===== src/noc_flit_pkg.sv =====
/*
 * NoC link definitions
 * Flit type encoding, flit structure, payload width
 * and the position of the VC number in a first flit
 */

`default_nettype none

package noc_flit_pkg;

  // Payload bits per flit
  localparam int data_width = 32;

  // VC number sits at the bottom of a first flit's data
  localparam int vc_field_lsb = 0;

  typedef enum logic [1:0] {
    FLIT_PAYLOAD = 2'b00,
    FLIT_HEADER  = 2'b01,
    FLIT_LAST    = 2'b10,
    FLIT_SINGLE  = 2'b11
  } flit_type_e;

  // Type field on top, data below
  typedef struct packed {
    flit_type_e              flit_type;
    logic [data_width-1:0]   data;
  } flit_t;

  // Closes a packet
  function automatic logic flit_is_last(input flit_type_e t);
    return (t == FLIT_LAST) || (t == FLIT_SINGLE);
  endfunction

  // Opens a packet and carries the VC
  function automatic logic flit_is_first(input flit_type_e t);
    return (t == FLIT_HEADER) || (t == FLIT_SINGLE);
  endfunction

endpackage

`default_nettype wire


===== src/dma_buffer_pkg.sv =====
/*
 * Receive buffer sizing
 * FIFO depth, VC count, index and size widths
 * and the arbiter state encoding
 */

`default_nettype none

package dma_buffer_pkg;

  // Flits held per packet buffer
  localparam int fifo_depth = 16;

  // One buffer per virtual channel
  localparam int num_vc = 4;
  localparam int vc_width = 2;

  // Packet length in flits, 1 to fifo_depth
  localparam int size_width = 5;

  // Arbiter FSM
  typedef enum logic {
    ARB_IDLE = 1'b0,
    ARB_SEND = 1'b1
  } arb_state_e;

endpackage

`default_nettype wire


===== src/vc_dispatch.sv =====
/*
 * VC dispatcher
 * Routes each incoming packet to the buffer of its VC
 */

`timescale 1ns/100ps
`default_nettype none

module vc_dispatch (
  input  logic                  clk,
  input  logic                  rst,

  input  noc_flit_pkg::flit_t   in_flit,
  input  logic                  in_valid,
  output logic                  in_ready,

  output logic                  buf_in_valid [dma_buffer_pkg::num_vc],
  input  logic                  buf_in_ready [dma_buffer_pkg::num_vc]
);

  import noc_flit_pkg::*;
  import dma_buffer_pkg::*;

  //////////////////////////////
  // Signals
  //////////////////////////////

  logic                in_first;
  logic [vc_width-1:0] vc_q;
  logic [vc_width-1:0] vc_sel;

  //////////////////////////////
  // VC selection
  //////////////////////////////

  assign in_first = flit_is_first(in_flit.flit_type);

  // First flit names its own VC, the rest follow the stored one
  assign vc_sel = in_first ? in_flit.data[vc_field_lsb +: vc_width] : vc_q;

  // Remember the VC of the open packet
  always_ff @(posedge clk) begin
    if (rst) begin
      vc_q <= '0;
    end else if (in_valid && in_ready && in_first) begin
      vc_q <= vc_sel;
    end
  end

  // Only the chosen buffer sees valid
  always_comb begin
    for (int v = 0; v < num_vc; v++) begin
      buf_in_valid[v] = in_valid && (vc_sel == vc_width'(v));
    end
  end

  // Full target buffer stalls the whole link
  assign in_ready = buf_in_ready[vc_sel];

endmodule

`default_nettype wire


===== src/packet_buffer.sv =====
/*
 * Packet buffer
 * Shift register FIFO with one-hot fill pointer
 * Offers data only once a whole packet is stored
 * and reports the length of the oldest packet
 */

`timescale 1ns/100ps
`default_nettype none

module packet_buffer (
  input  logic                                   clk,
  input  logic                                   rst,

  input  noc_flit_pkg::flit_t                    in_flit,
  input  logic                                   in_valid,
  output logic                                   in_ready,

  output noc_flit_pkg::flit_t                    out_flit,
  output logic                                   out_valid,
  input  logic                                   out_ready,

  output logic [dma_buffer_pkg::size_width-1:0]  out_size
);

  import noc_flit_pkg::*;
  import dma_buffer_pkg::*;

  //////////////////////////////
  // Storage and pointer
  //////////////////////////////

  // Slot 0 holds the oldest flit
  flit_t                 fifo_data [fifo_depth];
  logic [fifo_depth-1:0] last_flits;

  // One-hot fill level, bit k set means k flits stored
  logic [fifo_depth:0]   wr_ptr;

  logic [fifo_depth-1:0] valid_flits;
  logic [fifo_depth-1:0] last_valid;
  logic [fifo_depth-1:0] wr_slot;
  logic                  in_is_last;
  logic                  push;
  logic                  pop;

  //////////////////////////////
  // Status
  //////////////////////////////

  assign in_is_last = flit_is_last(in_flit.flit_type);
  assign push       = in_valid && in_ready;
  assign pop        = out_valid && out_ready;

  // Slot i is filled when the level is above i
  always_comb begin
    valid_flits[fifo_depth-1] = wr_ptr[fifo_depth];
    for (int i = fifo_depth - 2; i >= 0; i--) begin
      valid_flits[i] = wr_ptr[i+1] | valid_flits[i+1];
    end
  end

  assign last_valid = last_flits & valid_flits;

  // Any stored last flit means a complete packet
  assign out_valid = |last_valid;
  assign out_flit  = fifo_data[0];
  assign in_ready  = !wr_ptr[fifo_depth];

  // Length of oldest packet, lowest last flag wins
  always_comb begin
    out_size = '0;
    for (int k = fifo_depth - 1; k >= 0; k--) begin
      if (last_valid[k]) begin
        out_size = size_width'(k + 1);
      end
    end
  end

  //////////////////////////////
  // Write and shift
  //////////////////////////////

  // Write slot drops by one when a pop shifts in the same cycle
  always_comb begin
    for (int i = 0; i < fifo_depth; i++) begin
      wr_slot[i] = push && (pop ? wr_ptr[i+1] : wr_ptr[i]);
    end
  end

  always_ff @(posedge clk) begin
    if (rst) begin
      wr_ptr <= (fifo_depth+1)'(1);
    end else if (push && !pop) begin
      wr_ptr <= wr_ptr << 1;
    end else if (!push && pop) begin
      wr_ptr <= wr_ptr >> 1;
    end
  end

  // Payload moves toward slot 0 on pop
  always_ff @(posedge clk) begin
    for (int i = 0; i < fifo_depth - 1; i++) begin
      if (wr_slot[i]) begin
        fifo_data[i] <= in_flit;
      end else if (pop) begin
        fifo_data[i] <= fifo_data[i+1];
      end
    end
    if (wr_slot[fifo_depth-1]) begin
      fifo_data[fifo_depth-1] <= in_flit;
    end
  end

  // Last flags follow the data, top slot clears on pop
  always_ff @(posedge clk) begin
    if (rst) begin
      last_flits <= '0;
    end else begin
      for (int i = 0; i < fifo_depth - 1; i++) begin
        if (wr_slot[i]) begin
          last_flits[i] <= in_is_last;
        end else if (pop) begin
          last_flits[i] <= last_flits[i+1];
        end
      end
      if (wr_slot[fifo_depth-1]) begin
        last_flits[fifo_depth-1] <= in_is_last;
      end else if (pop) begin
        last_flits[fifo_depth-1] <= 1'b0;
      end
    end
  end

endmodule

`default_nettype wire


===== src/packet_arbiter.sv =====
/*
 * Packet arbiter
 * Round-robin drain of the buffers, one whole packet per grant
 * Size of the packet in flight is held on out_size
 */

`timescale 1ns/100ps
`default_nettype none

module packet_arbiter (
  input  logic                                   clk,
  input  logic                                   rst,

  input  noc_flit_pkg::flit_t                    buf_out_flit  [dma_buffer_pkg::num_vc],
  input  logic                                   buf_out_valid [dma_buffer_pkg::num_vc],
  input  logic [dma_buffer_pkg::size_width-1:0]  buf_size      [dma_buffer_pkg::num_vc],
  output logic                                   buf_out_ready [dma_buffer_pkg::num_vc],

  output noc_flit_pkg::flit_t                    out_flit,
  output logic                                   out_valid,
  input  logic                                   out_ready,
  output logic [dma_buffer_pkg::size_width-1:0]  out_size
);

  import noc_flit_pkg::*;
  import dma_buffer_pkg::*;

  //////////////////////////////
  // State
  //////////////////////////////

  arb_state_e            state;
  logic [vc_width-1:0]   grant;
  logic [vc_width-1:0]   last_grant;
  logic [size_width-1:0] size_q;

  logic [vc_width-1:0]   cand;
  logic [vc_width-1:0]   pick;
  logic                  pick_valid;
  logic                  send_done;

  //////////////////////////////
  // Round-robin pick
  //////////////////////////////

  // Smallest offset past last grant wins, index wraps mod num_vc
  always_comb begin
    pick       = last_grant;
    pick_valid = 1'b0;
    cand       = last_grant;
    for (int o = num_vc; o >= 1; o--) begin
      cand = last_grant + vc_width'(o);
      if (buf_out_valid[cand]) begin
        pick       = cand;
        pick_valid = 1'b1;
      end
    end
  end

  // Last flit of the granted packet leaves
  assign send_done = out_valid && out_ready && flit_is_last(out_flit.flit_type);

  always_ff @(posedge clk) begin
    if (rst) begin
      state      <= ARB_IDLE;
      grant      <= '0;
      last_grant <= vc_width'(num_vc - 1);
    end else begin
      case (state)
        ARB_IDLE: if (pick_valid) begin
          state <= ARB_SEND;
          grant <= pick;
        end
        ARB_SEND: if (send_done) begin
          state      <= ARB_IDLE;
          last_grant <= grant;
        end
        default: state <= ARB_IDLE;
      endcase
    end
  end

  // Size captured together with the grant
  always_ff @(posedge clk) begin
    if (state == ARB_IDLE && pick_valid) begin
      size_q <= buf_size[pick];
    end
  end

  //////////////////////////////
  // Output path
  //////////////////////////////

  // Granted buffer passes straight through
  assign out_flit  = buf_out_flit[grant];
  assign out_valid = (state == ARB_SEND) && buf_out_valid[grant];
  assign out_size  = size_q;

  always_comb begin
    for (int v = 0; v < num_vc; v++) begin
      buf_out_ready[v] = (state == ARB_SEND) && (grant == vc_width'(v)) && out_ready;
    end
  end

endmodule

`default_nettype wire


===== src/packet_rx_subsystem.sv =====
/*
 * Receive subsystem top
 * Dispatcher, per-VC packet buffers and output arbiter
 */

`timescale 1ns/100ps
`default_nettype none

module packet_rx_subsystem (
  input  logic                                   clk,
  input  logic                                   rst,

  input  noc_flit_pkg::flit_t                    in_flit,
  input  logic                                   in_valid,
  output logic                                   in_ready,

  output noc_flit_pkg::flit_t                    out_flit,
  output logic                                   out_valid,
  input  logic                                   out_ready,
  output logic [dma_buffer_pkg::size_width-1:0]  out_size
);

  import noc_flit_pkg::*;
  import dma_buffer_pkg::*;

  //////////////////////////////
  // Per-VC buses
  //////////////////////////////

  logic                  buf_in_valid  [num_vc];
  logic                  buf_in_ready  [num_vc];
  flit_t                 buf_out_flit  [num_vc];
  logic                  buf_out_valid [num_vc];
  logic                  buf_out_ready [num_vc];
  logic [size_width-1:0] buf_size      [num_vc];

  // Input steering
  vc_dispatch u_vc_dispatch (
    .clk          (clk),
    .rst          (rst),
    .in_flit      (in_flit),
    .in_valid     (in_valid),
    .in_ready     (in_ready),
    .buf_in_valid (buf_in_valid),
    .buf_in_ready (buf_in_ready)
  );

  // Flit fans out to every buffer, valid picks one
  for (genvar v = 0; v < num_vc; v++) begin : g_buf
    packet_buffer u_packet_buffer (
      .clk       (clk),
      .rst       (rst),
      .in_flit   (in_flit),
      .in_valid  (buf_in_valid[v]),
      .in_ready  (buf_in_ready[v]),
      .out_flit  (buf_out_flit[v]),
      .out_valid (buf_out_valid[v]),
      .out_ready (buf_out_ready[v]),
      .out_size  (buf_size[v])
    );
  end

  // Output drain
  packet_arbiter u_packet_arbiter (
    .clk           (clk),
    .rst           (rst),
    .buf_out_flit  (buf_out_flit),
    .buf_out_valid (buf_out_valid),
    .buf_size      (buf_size),
    .buf_out_ready (buf_out_ready),
    .out_flit      (out_flit),
    .out_valid     (out_valid),
    .out_ready     (out_ready),
    .out_size      (out_size)
  );

endmodule

`default_nettype wire


===== config.mk =====
export PLATFORM = sky130hd
export DESIGN_NAME = packet_rx_subsystem
export DESIGN_NICKNAME = d
export VERILOG_FILES = /design/src/noc_flit_pkg.sv /design/src/dma_buffer_pkg.sv /design/src/vc_dispatch.sv /design/src/packet_buffer.sv /design/src/packet_arbiter.sv /design/src/packet_rx_subsystem.sv
export SDC_FILE = /design/constraint.sdc
export NUM_CORES = 2
export LEC_CHECK = 0
export ABC_CLOCK_PERIOD_IN_PS = 13550
export BUFFER_PORTS_ARGS = -buffer_cell sky130_fd_sc_hd__buf_2
export CORE_MARGIN = 3
export CORE_UTILIZATION = 43
export CTS_CLUSTER_DIAMETER = 80
export CTS_CLUSTER_SIZE = 12
export DETAILED_ROUTE_END_ITERATION = 7
export PLACE_DENSITY_LB_ADDON = 0.15
export SLEW_MARGIN = 30
export SYNTH_ARGS = -nofsm -noshare
export SYNTH_HDL_FRONTEND = slang
export SYNTH_SLANG_ARGS = --single-unit

===== constraint.sdc =====
create_clock -name clk -period 13.55 [get_ports clk]
set_input_delay 2.71 -clock clk [delete_from_list [all_inputs] [get_ports clk]]
set_output_delay 2.71 -clock clk [all_outputs]
set_load 0.005 [all_outputs]

# Word level (Yosys, flattened, before mapping)
# Memory sizes are Yosys's and may differ from the RTL's.
# Index checks and enable logic that the tools add are counted.
[word_totals] regBits=144 latch_bits=0 mem_bits_rw=2176 mem_bits_ro=0 inputBits=38 out_inout_bits=41 n_memories=4
[classes] add_sub_neg=3 n_mul=0 div=0 n_lt_le_gt_ge=7 eq_ne=11 shift=0 mux=611 bitwise_logic=132 n_reduce_logical=189
[memory_table] memory="g_buf[0].u_packet_buffer.fifo_data" words=16 word_bits=34 read_ports=16 rd_ports_with_merged_regs=0 wr=16 line_no="packet_buffer.sv:34" text="flit_t fifo_data [fifo_depth];"
[memory_table] memory="g_buf[1].u_packet_buffer.fifo_data" words=16 word_bits=34 read_ports=16 rd_ports_with_merged_regs=0 wr=16 line_no="packet_buffer.sv:34"
[memory_table] memory="g_buf[2].u_packet_buffer.fifo_data" words=16 word_bits=34 read_ports=16 rd_ports_with_merged_regs=0 wr=16 line_no="packet_buffer.sv:34"
[memory_table] memory="g_buf[3].u_packet_buffer.fifo_data" words=16 word_bits=34 read_ports=16 rd_ports_with_merged_regs=0 wr=16 line_no="packet_buffer.sv:34"
[op_table] cell="$mux W34" n=62
[op_table] cell="$mux W1" n=462
[op_table] cell="$mux W5" n=66
[op_table] cell="$mux W17" n=8
[op_table] cell="$reduce_bool A2 Y1" n=68
[op_table] cell="$or A1 B1 Y1" n=120
[op_table] cell="$logic_and A1 B1 Y1" n=98
[op_table] cell="$bmux W34 S2" n=1
[op_table] cell="$and A16 B16 Y16" n=4
[op_table] cell="$reduce_or A16 Y1" n=4
[op_table] cell="$ge A3 B3 Y1 const B" n=7
[op_table] cell="$not A2 Y3" n=7
[op_table] cell="$eq A2 B2 Y1 const B" n=8
[op_table] cell="$bmux W1 S2" n=6
[op_table] cell="$logic_not A1 Y1" n=12
[op_table] cell="$bmux W5 S2" n=1
[op_table] cell="$mux W2" n=4
[op_table] cell="$eq A2 B1 Y1 const B" n=3
[op_table] cell="$add A2 B2 Y2 const B" n=2
[op_table] cell="$logic_not A2 Y1" n=2
[op_table] cell="$reduce_and A2 Y1" n=2
[op_table] cell="$logic_or A1 B1 Y1" n=3
[op_table] cell="$add A2 B1 Y2 const B" n=1
[op_table] cell="$pmux W1 S2" n=1
[op_table] cell="$not A1 Y1" n=1

# Longest topological paths before layout
[depth] ltp_word=35 ltp_mapped=19 mapped_depth_nobuf=12

# By module
# From an unflattened synthesis, not the netlist that was laid out.
[unflattened] cells_unflattened=6076 area_unflattened_um2=107546.9
[by_module_without_submodules] mod="packet_buffer (g_buf[1].u_packet_buffer ...)" n_inst=2 cells_each=1487 area_per_inst_um2=26550.5 seq_area_each_um2=16996.3
[by_module_without_submodules] mod="packet_buffer (g_buf[0].u_packet_buffer ...)" n_inst=2 cells_each=1487 area_per_inst_um2=26385.3 seq_area_each_um2=16996.3
[by_module_without_submodules] mod="packet_arbiter" n_inst=1 cells_each=95 area_per_inst_um2=1431.4 seq_area_each_um2=250.2
[by_module_without_submodules] mod="vc_dispatch" n_inst=1 cells_each=33 area_per_inst_um2=244.0 seq_area_each_um2=40.0

# Worst setup path after synthesis
# Ideal clock, no wire load.
[synth_path] kind="in2reg" from="input in_flit[32] in the netlist's numbering" to="memory g_buf[1].u_packet_buffer.fifo_data[1][238] in the netlist's numbering, enable pin" setup_time_ps=446 arrival_time_ps=6398 path_slack_ps=6707 cell_stages=8 path_buffers=3 path_cell_list="clkbuf_1 mux2i_1 nand2_1 nor3_2 clkbuf_1 buf_1 nand2_1 a31oi_1"
[synth_lines] element="from (decl)" line_no="packet_rx_subsystem.sv:13" text="input noc_flit_pkg::flit_t in_flit,"
[synth_lines] element="to (decl)" line_no="packet_buffer.sv:34"

# Worst setup path in the final report
[layout_path] from="input in_flit[0] in the netlist's numbering" to="output in_ready"
[layout_via] elab_chain_cells=5
[layout_lines] element="$mux W2" line_no="vc_dispatch.sv:39" text="assign vc_sel = in_first ? in_flit.data[vc_field_lsb +: vc_width] : vc_q;"
[layout_lines] element="$not A2 Y3 (not written as such)" line_no="vc_dispatch.sv:58" text="assign in_ready = buf_in_ready[vc_sel];"
[layout_lines] element="$bmux W1 S2" line_no="vc_dispatch.sv:58"
[layout_lines] element="$mux W1 (not written as such) (2 in a row)" line_no="vc_dispatch.sv:58"
[layout_lines] element="to (decl)" line_no="packet_rx_subsystem.sv:15" text="output logic in_ready,"
# Every way passes these cells. The select of a mux whose other input is x is not followed.

==> out/qor.log <==
qor: worst_setup_path.worstReg2RegEnd g_buf[3].u_packet_buffer.wr_ptr[11]
qor: worst_setup_path.cp_data_arrival_time 4.69 ns
qor: finish.post_route_cells_drive_above_1_share 0.348
qor: worst_setup_path.cp-end-kind output pin
qor: power.cellLeakagePower 36.1 nW
qor: power.total_power 14.0 mW
qor: finish.multi_input_logic_area 0.0305 sq mm
qor: yosys.synth_seq_cells 2320
qor: yosys.synth_edf_count 2181
qor: clock_network.tritoncts yes
qor: drt.first_pass_detailed_route_iteration_total 5
qor: clock_network.cts_htree_levels 4
qor: worst_setup_path.critical_path.cell_chain buf_4 > mux2i_2 > mux2_2 > o21ai_1 > buf_2
qor: timing.worst-slew-pin-transition 0.938 ns
qor: clock_network.root_driver clkbuf_16
qor: timing.max-slew-margin-rel 0.375
qor: yosys.syn-mean-instance-area 17.2 sq um
qor: clock_network.clk_path_buf_depth 3
qor: worst_setup_path.path_delay_family multiplexers
qor: clock_network.post_cts_hold_buffer_count 0
qor: worst_setup_path.timing.reg2reg.worst_path_depth 13
qor: drt.drt-vias-per-instance 5.53
qor: die.core-area 0.233 sq mm
qor: clock_network.clock-sinks 2320
qor: die.initial_core_utilization 0.434
qor: timing.timing.fmax 135 MHz
qor: worst_hold_path.hold_depth 1
qor: drt.totalWireLength 239 mm
qor: die.floorplan.rows 177
qor: worst_hold_path.hold_end g_buf[1].u_packet_buffer.fifo_data[1][43]
qor: power.net_switching_power_of_the_design 2.94 mW
qor: timing.maxSlewViolCount 0
qor: power.power_frac_clock 0.393
qor: worst_hold_path.worst_hold_path_type register to register
qor: worst_hold_path.hp-start g_buf[1].u_packet_buffer.fifo_data[1][77]
qor: power.portion_of_total_power_attributed_to_combinational_logic 0.043
qor: worst_setup_path.critical_path.n_buffers_inverters 2
qor: worst_setup_path.cp.required 10.84 ns
qor: finish.finalNonFillerCells 9065
qor: worst_setup_path.cp_slowest_stage_delay 0.58 ns
qor: yosys.synth_cell_types 90
qor: power.power_report.internal_total 11.0 mW
qor: outcome.outcome complete, no violations
qor: yosys.post_synth_instance_area 0.101 sq mm
qor: finish.layout.nets 5862
qor: clock_network.numCtsBuffers 212
qor: drt.detail_route.drc_violations 0
qor: yosys.postSynth.topFlopCell edfxtp_1
qor: clock_network.postCtsResizedCells 0
qor: worst_setup_path.timing.critical_path.slowest_stage_cell mux2i_2
qor: yosys.yosys_warnings 0
qor: finish.fillCellCount 19765
qor: finish.area_growth_syn_to_layout 9.13%
qor: place.postPlaceCellArea 0.104 sq mm
qor: worst_setup_path.reg2reg_setup_slack 8.60 ns
qor: global_routing.grt_pass1_wl 358 mm
qor: die.die-height 491 um
qor: timing.rsz_0062_raised_after_global_routing no
qor: die.die_width 491 um
qor: place.placed_cells_incl_taps 8734
qor: clock_network.cts_setup_buffers 0
qor: global_routing.grt_overall_usage 0.197
qor: yosys.postSynthCellCount 5899
qor: clock_network.clk_pin_slew 0.06 ns
qor: clock_network.insertion_delay 0.87 ns
qor: timing.timing.final.setup_violations 0
qor: place.placement.io_buffers 78
qor: finish.register_area 0.0683 sq mm
qor: global_routing.grt-ovfl-total 0
qor: power.switching_share 0.211
qor: worst_setup_path.maximum_fanout_along_the_worst_path 18
qor: worst_setup_path.timing.rr.start g_buf[3].u_packet_buffer.wr_ptr[16]
qor: yosys.async_reset_ff_frac 0
qor: drt.wl_per_cell 26.4 um
qor: timing.clock-skew-final 0.0325 ns
qor: run.number_of_maximum_capacitance_constraint_violations 0
qor: global_routing.grt_max_degree 105
qor: worst_setup_path.worst-setup-path-type input pin to output pin
qor: drt.first_iter_violations 4249
qor: yosys.post_syn_nets 5941
qor: timing.finalCriticalPeriod 7.40 ns
qor: power.power.density 126 mW/mm^2
qor: timing.hold_violations 0
qor: die.design.die.area 0.242 sq mm
qor: die.top_level_ports 79
qor: timing.fin_tns_setup 0 ns
qor: drt.route.vias.total 50104
qor: place.gp_congestion 0.822
qor: global_routing.vias_in_the_first_global_route 51464
qor: timing.post-route-period-util 0.546
qor: place.detailed_placement_wirelength_estimate 140 mm
qor: worst_setup_path.startpoint_type input pin
qor: power.peakVddDrop 0.121 mV
qor: finish.layout.cell_area.non_filler 0.111 sq mm
qor: power.seqPwrFrac 0.564
qor: global_routing.antenna_found_initial 22
qor: yosys.synth.yosys.seq_area_share 0.674
qor: drt.detail-route-antenna-nets 0
## power groups by stage
stage               sequential [mW]  clock, mW  combinational, mW
floorplan                      8.01          0              0.372
global placement               8.03          0              0.588
detailed placement             8.03          0              0.593
CTS                            7.87       5.64              0.601
global route                   7.87       5.90              0.646
finish                         7.87       5.49              0.594
## kinds of logic after synthesis
group,synth area share
multiplexers,0.249
AND/OR/NAND/NOR,0.0264
buffers and inverters,0.0283
adder cells (fa/ha/maj),0.000494
AO/OA/AOI/OAI,0.0219
flip-flops,0.674
## through the flow
| stage | hold WS [ns] | utilization | worst slack (ns) |
|---|---|---|---|
| 2_1_floorplan | 0.460 | - | 6.71 |
| 3_3_place_gp | 0.507 | 0.446 | 5.58 |
| 3_5_place_dp | 0.508 | 0.448 | 6.11 |
| 4_1_cts | 0.504 | 0.473 | 6.10 |
| 5_1_grt | 0.531 | 0.474 | 5.96 |
| 6_report | 0.509 | 0.474 | 6.15 |
## synth_stat cells, drive strengths merged (11+ instances only)
| master | number | area share |
|---|---|---|
| dfxtp | 139 | 0.027 |
| mux2i | 109 | 0.011 |
| edfxtp | 2181 | 0.65 |
| mux2 | 2045 | 0.23 |
| a222oi | 14 | 0.0014 |
| a211oi | 20 | 0.0015 |
| o21ai | 17 | 0.00084 |
| inv | 20 | 0.00074 |
| nand3 | 21 | 0.0013 |
| nand2 | 220 | 0.0099 |
| a31oi | 17 | 0.0010 |
| nor2 | 200 | 0.0074 |
| nor3 | 17 | 0.00099 |
| a21oi | 118 | 0.0074 |
| clkbuf | 316 | 0.012 |
| a22o | 28 | 0.0024 |
| buf | 203 | 0.016 |
| and2 | 11 | 0.00068 |
| and3b | 20 | 0.0018 |
| mux4 | 36 | 0.0080 |
| o31ai | 11 | 0.00086 |
## cells in the final DEF (no fill, tap or decap), types with 7 or more instances in the layout
cell       Yosys  final
mux2i_1      109    108
nand3_1       18     18
a21oi_1       96     88
a31oi_1       17     16
mux2_2      1387   1387
a211oi_1      20     20
nand2b_1       8      8
a21oi_4       10     30
clkbuf_16      0    215
and3b_1       19     19
o31ai_1       10     10
mux2_1       568    568
nand2_8       10     10
nand2_1      205    201
o21ai_0       17     16
clkbuf_1     316     89
nor3_1        14     13
edfxtp_1    2181   2181
inv_1         18     18
mux4_2        36     36
buf_16         0      9
buf_4         18    163
buf_2         86     43
mux2_4        90     90
nor2_1       199    196
and2_1         9     10
a222oi_1      14     14
o22ai_1        8      8
or3_1          7      7
nand2_4        1      7
dfxtp_1      139    137
a22o_1        28     28
diode_2        0      7
## worst reg2reg max path, delay by kind of cell (launching register included)
kind                     cells  cell delay (ns)
AND/OR/NAND/NOR              7             1.84
AO/OA/AOI/OAI                2             0.71
adder cells (fa/ha/maj)      1             0.63
multiplexers                 1             0.25
buffers and inverters        2             0.93
flip-flops                   1             0.45
## routing by layer
layer | global-route usage | up-vias | wire, um
met5 | 0 | - | 9
met4 | 0.0464 | 2 | 4870
met3 | 0.0271 | 270 | 10900
met2 | 0.305 | 1022 | 109000
met1 | 0.296 | 26266 | 114000
li1 | - | 22544 | -
## sequential cells by signal, summed over array words and instances (netlist names)
signal	flops
u_packet_arbiter.out_size	5
g_buf.u_packet_buffer.wr_ptr	68
g_buf.u_packet_buffer.last_flits	64
u_vc_dispatch.vc_q	2
u_packet_arbiter.grant	2
u_packet_arbiter.last_grant	2
g_buf.u_packet_buffer.fifo_data	2176
u_packet_arbiter.state	1
## worst max-delay path by stage
stage                                        start                                          to  slack, ns  cells past startpoint
4_1_cts                                 in_flit[0]                                    in_ready       6.10                      5
3_5_place_dp                            in_flit[0]                                    in_ready       6.11                      5
5_1_grt        g_buf[0].u_packet_buffer.wr_ptr[16]                                   out_valid       5.96                      8
3_3_place_gp                            in_flit[0]                                    in_ready       5.58                      5
6_report                                in_flit[0]                                    in_ready       6.15                      5
2_1_floorplan                          in_flit[32]  g_buf[1].u_packet_buffer.fifo_data[1][238]       6.71                      8
## layout make-up
cell class,count,area share
clock buffers,304,0.0517
repair buffers,226,0.0166
inverters,21,0.000713
flip-flops and latches,2320,0.617
multi-input cells,3039,0.276
clock inverters,16,0.00222
diodes,7,0.000158
well taps,3132,0.0354
Note: power is estimated with default switching activity, not from simulation.
